`config.mk`:
```
export PLATFORM = sky130hd
export DESIGN_NAME = cpu_core
export DESIGN_NICKNAME = d
export VERILOG_FILES = /design/src/design/cpu_pkg.sv /design/src/design/cpu_core.sv /design/src/design/exec_unit.sv /design/src/design/insn_decode.sv /design/src/design/insn_fetch.sv /design/src/design/reg_file.sv /design/src/design/stage_latch.sv
export SDC_FILE = /design/constraint.sdc
export NUM_CORES = 2
export LEC_CHECK = 0
export BUFFER_PORTS_ARGS = -buffer_cell sky130_fd_sc_hd__buf_2
export CAP_MARGIN = 30
export CORE_AREA = 8 8 469 471
export CTS_BUF_LIST = sky130_fd_sc_hd__clkbuf_2
export DETAILED_ROUTE_END_ITERATION = 6
export DIE_AREA = 0 0 477 479
export SETUP_SLACK_MARGIN = 0.1
export SLEW_MARGIN = 20
export SYNTH_ARGS = -nofsm -noshare
export SYNTH_HDL_FRONTEND = slang
export SYNTH_SLANG_ARGS = --single-unit
```
`constraint.sdc`:
```
create_clock -name clock -period 7.2 [get_ports clock]
set_clock_uncertainty 0.1 [all_clocks]
set_input_delay 0.72 -clock clock [delete_from_list [all_inputs] [get_ports clock]]
set_output_delay 0.72 -clock clock [all_outputs]
set_load 0.02 [all_outputs]
```
`src/design/cpu_pkg.sv`:
```
`default_nettype none

package cpu_pkg;

    // primary opcodes, instruction bits [31:27]
    localparam logic [4:0] op_add  = 5'd0;
    localparam logic [4:0] op_j    = 5'd1;
    localparam logic [4:0] op_bne  = 5'd2;
    localparam logic [4:0] op_jal  = 5'd3;
    localparam logic [4:0] op_jr   = 5'd4;
    localparam logic [4:0] op_addi = 5'd5;
    localparam logic [4:0] op_blt  = 5'd6;
    localparam logic [4:0] op_sw   = 5'd7;
    localparam logic [4:0] op_lw   = 5'd8;
    localparam logic [4:0] op_setx = 5'd21;
    localparam logic [4:0] op_bex  = 5'd22;

    // alu function codes, r-type bits [6:2]
    localparam logic [4:0] alu_add = 5'd0;
    localparam logic [4:0] alu_sub = 5'd1;
    localparam logic [4:0] alu_and = 5'd2;
    localparam logic [4:0] alu_or  = 5'd3;
    localparam logic [4:0] alu_sll = 5'd4;
    localparam logic [4:0] alu_sra = 5'd5;

    // fixed registers
    localparam logic [4:0] reg_link   = 5'd31;
    localparam logic [4:0] reg_status = 5'd30;

    typedef struct packed {
        logic [4:0] opcode;
        logic [4:0] rd;
        logic [4:0] rs;
        logic [4:0] rt;
        logic [4:0] shamt;
        logic [4:0] aluop;
        logic [1:0] unused;
    } insn_r_t;

    typedef struct packed {
        logic [4:0]  opcode;
        logic [4:0]  rd;
        logic [4:0]  rs;
        logic [16:0] imm;
    } insn_i_t;

    typedef struct packed {
        logic [4:0]  opcode;
        logic [26:0] target;
    } insn_ji_t;

    // one instruction word, three field layouts
    typedef union packed {
        insn_r_t  r;
        insn_i_t  i;
        insn_ji_t ji;
    } insn_t;

    // writeback source
    typedef enum logic [1:0] {
        wb_alu,
        wb_mem,
        wb_pc1,
        wb_target
    } wb_sel_t;

    typedef struct packed {
        wb_sel_t    wb_sel;
        logic       reg_we;
        logic       use_mem;
        logic       mem_we;
        logic       alu_imm;
        logic [4:0] alu_op;
        logic       rt_in;
        logic       jr;
        logic       branch;
        logic       jump;
        logic       jal;
        logic       setx;
    } ctrl_t;

    // everything stage 2 needs from stage 1
    typedef struct packed {
        logic        valid;
        logic [31:0] pc;
        insn_t       insn;
        ctrl_t       ctrl;
        logic [31:0] rs_val;
        logic [31:0] rt_val;
    } latch_t;

    typedef struct packed {
        logic        taken;
        logic [31:0] target;
    } redirect_t;

endpackage

`default_nettype wire

```
`src/design/cpu_core.sv`:
```
`timescale 1ns/1ns
`default_nettype none

module cpu_core (
    input  wire logic        clock,
    input  wire logic        reset,
    input  wire logic [31:0] insn_data,
    input  wire logic [31:0] mem_rdata,
    output      logic [31:0] insn_addr,
    output      logic [31:0] mem_addr,
    output      logic [31:0] mem_wdata,
    output      logic        mem_we
);

    cpu_pkg::insn_t     insn_word;
    cpu_pkg::ctrl_t     ctrl;
    cpu_pkg::latch_t    d;
    cpu_pkg::latch_t    q;
    cpu_pkg::redirect_t redirect;
    logic [4:0]         rd_addr_a;
    logic [4:0]         rd_addr_b;
    logic [31:0]        rd_data_a;
    logic [31:0]        rd_data_b;
    logic               wr_en;
    logic [4:0]         wr_addr;
    logic [31:0]        wr_data;

    assign insn_word = insn_data;

    // stage 1, fetch and decode
    insn_fetch u_fetch (
        .clock(clock), .reset(reset), .redirect(redirect), .insn_addr(insn_addr)
    );

    insn_decode u_decode (
        .opcode(insn_word.r.opcode), .aluop(insn_word.r.aluop), .ctrl(ctrl)
    );

    // bex tests r30, rt_in swaps rd into slot b
    assign rd_addr_a = (insn_word.r.opcode == cpu_pkg::op_bex) ? cpu_pkg::reg_status
                                                               : insn_word.r.rs;
    assign rd_addr_b = ctrl.rt_in ? insn_word.r.rd : insn_word.r.rt;

    reg_file u_regs (
        .clock(clock), .reset(reset),
        .rd_addr_a(rd_addr_a), .rd_addr_b(rd_addr_b),
        .rd_data_a(rd_data_a), .rd_data_b(rd_data_b),
        .wr_en(wr_en), .wr_addr(wr_addr), .wr_data(wr_data)
    );

    always_comb begin
        d.valid  = 1'b1;
        d.pc     = insn_addr;
        d.insn   = insn_word;
        d.ctrl   = ctrl;
        d.rs_val = rd_data_a;
        d.rt_val = rd_data_b;
    end

    // taken redirect kills the instruction behind it
    stage_latch u_latch (
        .clock(clock), .reset(reset), .flush(redirect.taken), .d(d), .q(q)
    );

    // stage 2
    exec_unit u_exec (
        .q(q), .mem_rdata(mem_rdata),
        .mem_addr(mem_addr), .mem_wdata(mem_wdata), .mem_we(mem_we),
        .wr_en(wr_en), .wr_addr(wr_addr), .wr_data(wr_data),
        .redirect(redirect)
    );

endmodule

`default_nettype wire

```
`src/design/exec_unit.sv`:
```
`timescale 1ns/1ns
`default_nettype none

module exec_unit (
    input  wire cpu_pkg::latch_t    q,
    input  wire logic [31:0]        mem_rdata,
    output      logic [31:0]        mem_addr,
    output      logic [31:0]        mem_wdata,
    output      logic               mem_we,
    output      logic               wr_en,
    output      logic [4:0]         wr_addr,
    output      logic [31:0]        wr_data,
    output      cpu_pkg::redirect_t redirect
);

    logic [31:0] imm_ext;
    logic [31:0] alu_b;
    logic [32:0] diff;
    logic [31:0] alu_out;
    logic [31:0] pc_plus1;
    logic [31:0] jump_target;
    logic        rs_gt_rd;
    logic        cond;

    // 17-bit immediate, sign extended
    assign imm_ext = {{15{q.insn.i.imm[16]}}, q.insn.i.imm};
    assign alu_b   = q.ctrl.alu_imm ? imm_ext : q.rt_val;

    // 33-bit subtract keeps the true sign for compares
    assign diff = {q.rs_val[31], q.rs_val} - {alu_b[31], alu_b};

    always_comb begin
        case (q.ctrl.alu_op)
            cpu_pkg::alu_add: alu_out = q.rs_val + alu_b;
            cpu_pkg::alu_sub: alu_out = diff[31:0];
            cpu_pkg::alu_and: alu_out = q.rs_val & alu_b;
            cpu_pkg::alu_or:  alu_out = q.rs_val | alu_b;
            cpu_pkg::alu_sll: alu_out = q.rs_val << q.insn.r.shamt;
            cpu_pkg::alu_sra: alu_out = $signed(q.rs_val) >>> q.insn.r.shamt;
            default:          alu_out = '0;
        endcase
    end

    // rd < rs means rs - rd strictly positive
    assign rs_gt_rd = ~diff[32] & (|diff[31:0]);

    always_comb begin
        case (q.insn.r.opcode)
            cpu_pkg::op_bne: cond = |diff[31:0];
            cpu_pkg::op_blt: cond = rs_gt_rd;
            // rs slot holds r30 for bex
            cpu_pkg::op_bex: cond = |q.rs_val;
            default:         cond = 1'b0;
        endcase
    end

    assign pc_plus1    = q.pc + 32'd1;
    assign jump_target = {5'd0, q.insn.ji.target};

    always_comb begin
        redirect.taken = q.valid &
            (q.ctrl.jr | (q.ctrl.jump & ~q.ctrl.branch) | (q.ctrl.branch & cond));
        if (q.ctrl.jr) begin
            // jr returns to the rd value
            redirect.target = q.rt_val;
        end else if (q.ctrl.jump) begin
            redirect.target = jump_target;
        end else begin
            redirect.target = pc_plus1 + imm_ext;
        end
    end

    // data memory, address only driven on an access
    assign mem_addr  = (q.ctrl.use_mem | q.ctrl.mem_we) ? alu_out : '0;
    assign mem_wdata = q.rt_val;
    assign mem_we    = q.valid & q.ctrl.mem_we;

    // writeback
    assign wr_en = q.valid & q.ctrl.reg_we;

    always_comb begin
        if (q.ctrl.jal) begin
            wr_addr = cpu_pkg::reg_link;
        end else if (q.ctrl.setx) begin
            wr_addr = cpu_pkg::reg_status;
        end else begin
            wr_addr = q.insn.r.rd;
        end
        case (q.ctrl.wb_sel)
            cpu_pkg::wb_alu:    wr_data = alu_out;
            cpu_pkg::wb_mem:    wr_data = mem_rdata;
            cpu_pkg::wb_pc1:    wr_data = pc_plus1;
            cpu_pkg::wb_target: wr_data = jump_target;
            default:            wr_data = alu_out;
        endcase
    end

endmodule

`default_nettype wire

```
`src/design/insn_decode.sv`:
```
`timescale 1ns/1ns
`default_nettype none

module insn_decode (
    input  wire logic [4:0]    opcode,
    input  wire logic [4:0]    aluop,
    output cpu_pkg::ctrl_t     ctrl
);

    always_comb begin
        // unknown opcode falls out as a nop
        ctrl = '0;
        case (opcode)
            cpu_pkg::op_add: begin
                ctrl.wb_sel = cpu_pkg::wb_alu;
                ctrl.reg_we = 1'b1;
                // r-type uses its own function field
                ctrl.alu_op = aluop;
            end
            cpu_pkg::op_addi: begin
                ctrl.wb_sel  = cpu_pkg::wb_alu;
                ctrl.reg_we  = 1'b1;
                ctrl.alu_imm = 1'b1;
                ctrl.alu_op  = cpu_pkg::alu_add;
            end
            cpu_pkg::op_lw: begin
                ctrl.wb_sel  = cpu_pkg::wb_mem;
                ctrl.reg_we  = 1'b1;
                ctrl.use_mem = 1'b1;
                ctrl.alu_imm = 1'b1;
                ctrl.alu_op  = cpu_pkg::alu_add;
            end
            cpu_pkg::op_sw: begin
                ctrl.mem_we  = 1'b1;
                ctrl.alu_imm = 1'b1;
                ctrl.alu_op  = cpu_pkg::alu_add;
                // store data comes from rd
                ctrl.rt_in   = 1'b1;
            end
            cpu_pkg::op_bne,
            cpu_pkg::op_blt: begin
                // compare rs against rd via subtract
                ctrl.alu_op = cpu_pkg::alu_sub;
                ctrl.rt_in  = 1'b1;
                ctrl.branch = 1'b1;
            end
            cpu_pkg::op_j: begin
                ctrl.jump = 1'b1;
            end
            cpu_pkg::op_jal: begin
                ctrl.wb_sel = cpu_pkg::wb_pc1;
                ctrl.reg_we = 1'b1;
                ctrl.jump   = 1'b1;
                ctrl.jal    = 1'b1;
            end
            cpu_pkg::op_jr: begin
                // return address read through the rt slot
                ctrl.rt_in = 1'b1;
                ctrl.jr    = 1'b1;
            end
            cpu_pkg::op_setx: begin
                ctrl.wb_sel = cpu_pkg::wb_target;
                ctrl.reg_we = 1'b1;
                ctrl.setx   = 1'b1;
            end
            cpu_pkg::op_bex: begin
                // conditional on r30, absolute target
                ctrl.branch = 1'b1;
                ctrl.jump   = 1'b1;
            end
            default: ;
        endcase
    end

endmodule

`default_nettype wire

```
`src/design/insn_fetch.sv`:
```
`timescale 1ns/1ns
`default_nettype none

module insn_fetch (
    input  wire logic               clock,
    input  wire logic               reset,
    input  wire cpu_pkg::redirect_t redirect,
    output      logic [31:0]        insn_addr
);

    logic [31:0] pc;
    logic [31:0] pc_next;

    // taken branch or jump wins over sequential
    always_comb begin
        if (redirect.taken) begin
            pc_next = redirect.target;
        end else begin
            pc_next = pc + 32'd1;
        end
    end

    always_ff @(posedge clock) begin
        if (reset) begin
            pc <= '0;
        end else begin
            pc <= pc_next;
        end
    end

    // word address straight to instruction memory
    // also the pc captured into the stage latch
    assign insn_addr = pc;

endmodule

`default_nettype wire

```
`src/design/reg_file.sv`:
```
`timescale 1ns/1ns
`default_nettype none

module reg_file (
    input  wire logic        clock,
    input  wire logic        reset,
    input  wire logic [4:0]  rd_addr_a,
    input  wire logic [4:0]  rd_addr_b,
    output      logic [31:0] rd_data_a,
    output      logic [31:0] rd_data_b,
    input  wire logic        wr_en,
    input  wire logic [4:0]  wr_addr,
    input  wire logic [31:0] wr_data
);

    logic [31:0] regs [32];

    always_ff @(posedge clock) begin
        if (reset) begin
            for (int i = 0; i < 32; i++) begin
                regs[i] <= '0;
            end
        end else if (wr_en && wr_addr != 5'd0) begin
            regs[wr_addr] <= wr_data;
        end
    end

    // r0 reads zero, same-cycle write bypasses the array
    always_comb begin
        if (rd_addr_a == 5'd0) begin
            rd_data_a = '0;
        end else if (wr_en && wr_addr == rd_addr_a) begin
            rd_data_a = wr_data;
        end else begin
            rd_data_a = regs[rd_addr_a];
        end
        if (rd_addr_b == 5'd0) begin
            rd_data_b = '0;
        end else if (wr_en && wr_addr == rd_addr_b) begin
            rd_data_b = wr_data;
        end else begin
            rd_data_b = regs[rd_addr_b];
        end
    end

endmodule

`default_nettype wire

```
`src/design/stage_latch.sv`:
```
`timescale 1ns/1ns
`default_nettype none

module stage_latch (
    input  wire logic            clock,
    input  wire logic            reset,
    input  wire logic            flush,
    input  wire cpu_pkg::latch_t d,
    output      cpu_pkg::latch_t q
);

    // valid bit, the only control state here
    always_ff @(posedge clock) begin
        if (reset || flush) begin
            q.valid <= 1'b0;
        end else begin
            q.valid <= d.valid;
        end
    end

    // payload follows every cycle
    // stale fields behind valid low are harmless
    always_ff @(posedge clock) begin
        q.pc     <= d.pc;
        q.insn   <= d.insn;
        q.ctrl   <= d.ctrl;
        q.rs_val <= d.rs_val;
        q.rt_val <= d.rt_val;
    end

endmodule

`default_nettype wire

```
==> qor.txt <==
Status: finished, violations left
Failing checks: DRC
Crit-path slowest cell: dfxtp_1
Design area: 0.08324 sq mm
Io pins: 163
WP data arrival: 6.30 ns
Final Hold Fails: 0
Final period utilization: 98.84%
Max-cap violation count: 0
WL met3: 55180 um
Pwr Density: 255.9 mW/mm^2
Synth area leaders: edfxtp_1 42%, nand2_1 8.1%, nor2_1 6.7%
Post-synth top flop: edfxtp_1
Die width: 477 um
Fill count: 21240
Number of synthesized register bits: 1201
Antenna Violating Nets Remaining: 0
Routability cong.: 1.036
Die Span Y: 479 um
CP Launch Type: register
Seq. cell area: 0.03430 sq mm
EDFF count, synth: 1024
Top delay family on crit path: compound AO/OA/AOI/OAI gates
Top layer in use: met5
Largest net degree at the start of global routing: 120
Crit. Startpoint: u_latch.q[8]
Worst Hold Class: primary input to register
Achievable Freq: 140.5 MHz
Placement Cell Area: 0.07836 sq mm
Min cycle time layout: 7.116 ns
First-pass GRT wire length: 510500 um
Metal2 WL: 150800 um
Pwr Total: 21.30 mW
Pleak: 31.69 nW
DP HPWL: 230000 um
Area delta synth->final: 12.70%
Commonest non-fill, non-tap cell in the layout: nand2_1
Worst hold start: insn_data[3]
Vias: 74480
Worst Setup End Kind: primary output
Synth cell types: 95
Post-Syn Area: 0.07386 sq mm
Worst VDD drop: 0.0001982 V
Vias in the first global route: 69650
Max incr delay on CP: 0.81 ns
DRC viols: 17
Tot GR Track Use: 30.26%
Syn_area_per_cell: 8.770 sq um
Share of cells above drive strength 1: 14.87%
Worst-Skew Late Latency: 1.93 ns
Largest fanout on the critical path: 9
DRT met1 WL: 131300 um
Yosys warns: 0
Cts bufs inserted: 330
Clock slew at reported path FFs: 0.13 ns
Setup Total Neg Slack: 0 ns
Final Core Density: 39.10%
Critical path class: register to primary output
RR Startpoint: u_latch.q[75]
Total congestion overflow: 0
Sequential share of the synthesized area: 46.43%
PortBufs: 162
Root Buffer: clkbuf_2
Core box area: 0.2129 sq mm
DRT Pass-1 Iters: 7
Rows: 170
Setup WS pre-CTS: 0.5014 ns
Final setup violation count: 0
H-Tree Depth: 5
WP buf/inv: 1
Rel. slew slack: 15.42%
Initial Util: 34.69%
Vias/cell: 6.389
Crit-path cells: mux2i_4 > ha_1 > or3_4 > a2111o_1 > a31oi_4 > nor2_2 > a21oi_1 > xnor2_1 > o22ai_1 > nor3_2 > nor2_1 > buf_2
Slew Limit Fails: 0
Clk buf depth: 4
Die Area: 0.2285 sq mm
Largest area contributor in the netlist: edfxtp_1
Sink Count: 1201
Worst slew pin tran: 1.269 ns
Most frequent cells in the layout: 1528 x nand2_1, 1318 x nor2_1, 1024 x edfxtp_1
Final Net Count: 8775
Initial antenna violation count: 12
Worst EP required: 6.38 ns
Starting DRT DRC Count: 13240
Avg WL per Cell: 31.50 um
Area share of the largest cell type after synthesis: 41.63%
RSZ-0062 raised after global routing: true
Post-Route WL: 367200 um
Multi-input logic area: 0.03681 sq mm
CTS tree: yes
Mapped Cells: 8422
Setup WS post-layout: 0.08370 ns
Post-synth ARST share: 0%
==> worst reg2reg max path: stages (launching register included) <==
cell,delay [ns]
dfxtp_1,0.38
buf_8,0.32
mux2i_4,0.51
ha_1,0.33
or3_1,0.47
and2_1,0.20
xor2_1,0.22
a2111oi_0,0.61
nand4_1,0.19
or4_1,0.54
or4_1,0.44
nor4_1,0.76
nand4_1,0.40
buf_4,0.32
o211a_1,0.24
a211oi_2,0.20
==> per-layer routing <==
layer  track usage, %  vias to the layer above
met5                0                        -
met4            20.49                        6
met3            10.44                     1387
met2            43.53                     6548
met1            38.22                    35720
li1                 -                    30820
==> sequential cells by signal (all words and copies together), names as in the netlist <==
register and cells:
u_regs.regs 1024, u_fetch.insn_addr 32, u_latch.q 145
==> worst paths after layout <==
kind | to | slack [ns] | cells after the start
hold reg to reg | u_latch.q[124] | 0.29 | 0
setup reg to reg | u_fetch.insn_addr[17] | 1.00 | 15
hold / removal | u_latch.q[84] | 0.1 | 3
setup / recovery | mem_addr[19] | 0.08 | 12
==> Yosys cell counts (all sizes together) (173+ instances only) <==
cell	count
nand2	1595
nor2	1327
edfxtp	1024
clkbuf	682
nand3	566
o21ai	313
mux2i	276
a21oi	241
a311oi	187
o221ai	185
inv	181
dfxtp	177
a31oi	173
==> final cells by class <==
cell class                      instances  share of cell area (%)
Clock buffer                          483                   2.904
Timing Repair Buffer                  603                   6.000
Antenna cell                           15                 0.04509
Tap cell                             2838                   4.266
Sequential cell                      1201                   41.21
Inverter                              184                  0.8342
Clock inverter                         77                  0.5216
Multi-Input combinational cell       6256                   44.22
==> where the power goes <==
group          total (mW)  switching [mW]  internal, mW
registers            8.23           0.396          7.83
clock network        5.10            3.15          1.95
logic                7.97            5.79          2.18
==> repair_timing <==
| action | in CTS | in global routing |
|---|---|---|
| endpoints found under the hold margin | 892 | 66 |
| setup buffers | 8 | 7 |
| gates resized for setup | 66 | 26 |
| endpoints found under the setup margin | 25 | 20 |
| pin swaps | 4 | 9 |
| hold buffers | 115 | 3 |
==> cells by family (layout without fill, tap and decap cells) <==
family,Yosys count,in the layout,share of synthesized area [%]
buffers and inverters,996,1347,5.287
XOR/XNOR,123,123,1.459
adder cells (fa/ha/maj),133,133,2.283
other,1,47,0.005077
AND/OR/NAND/NOR,3921,3921,22.28
AO/OA/AOI/OAI,1673,1673,15.91
flip-flops,1201,1201,46.43
multiplexers,374,374,6.342
==> per-stage QoR <==
step	std cells	hold WS [ns]
global placement	10920	0.2831
global route	11650	0.007151
CTS	11620	0.0005935
detailed placement	10940	0.2994
floorplan	8453	0.3564
finish	11660	0.09595
No activity file was read; power rests on OpenSTA's default activity.
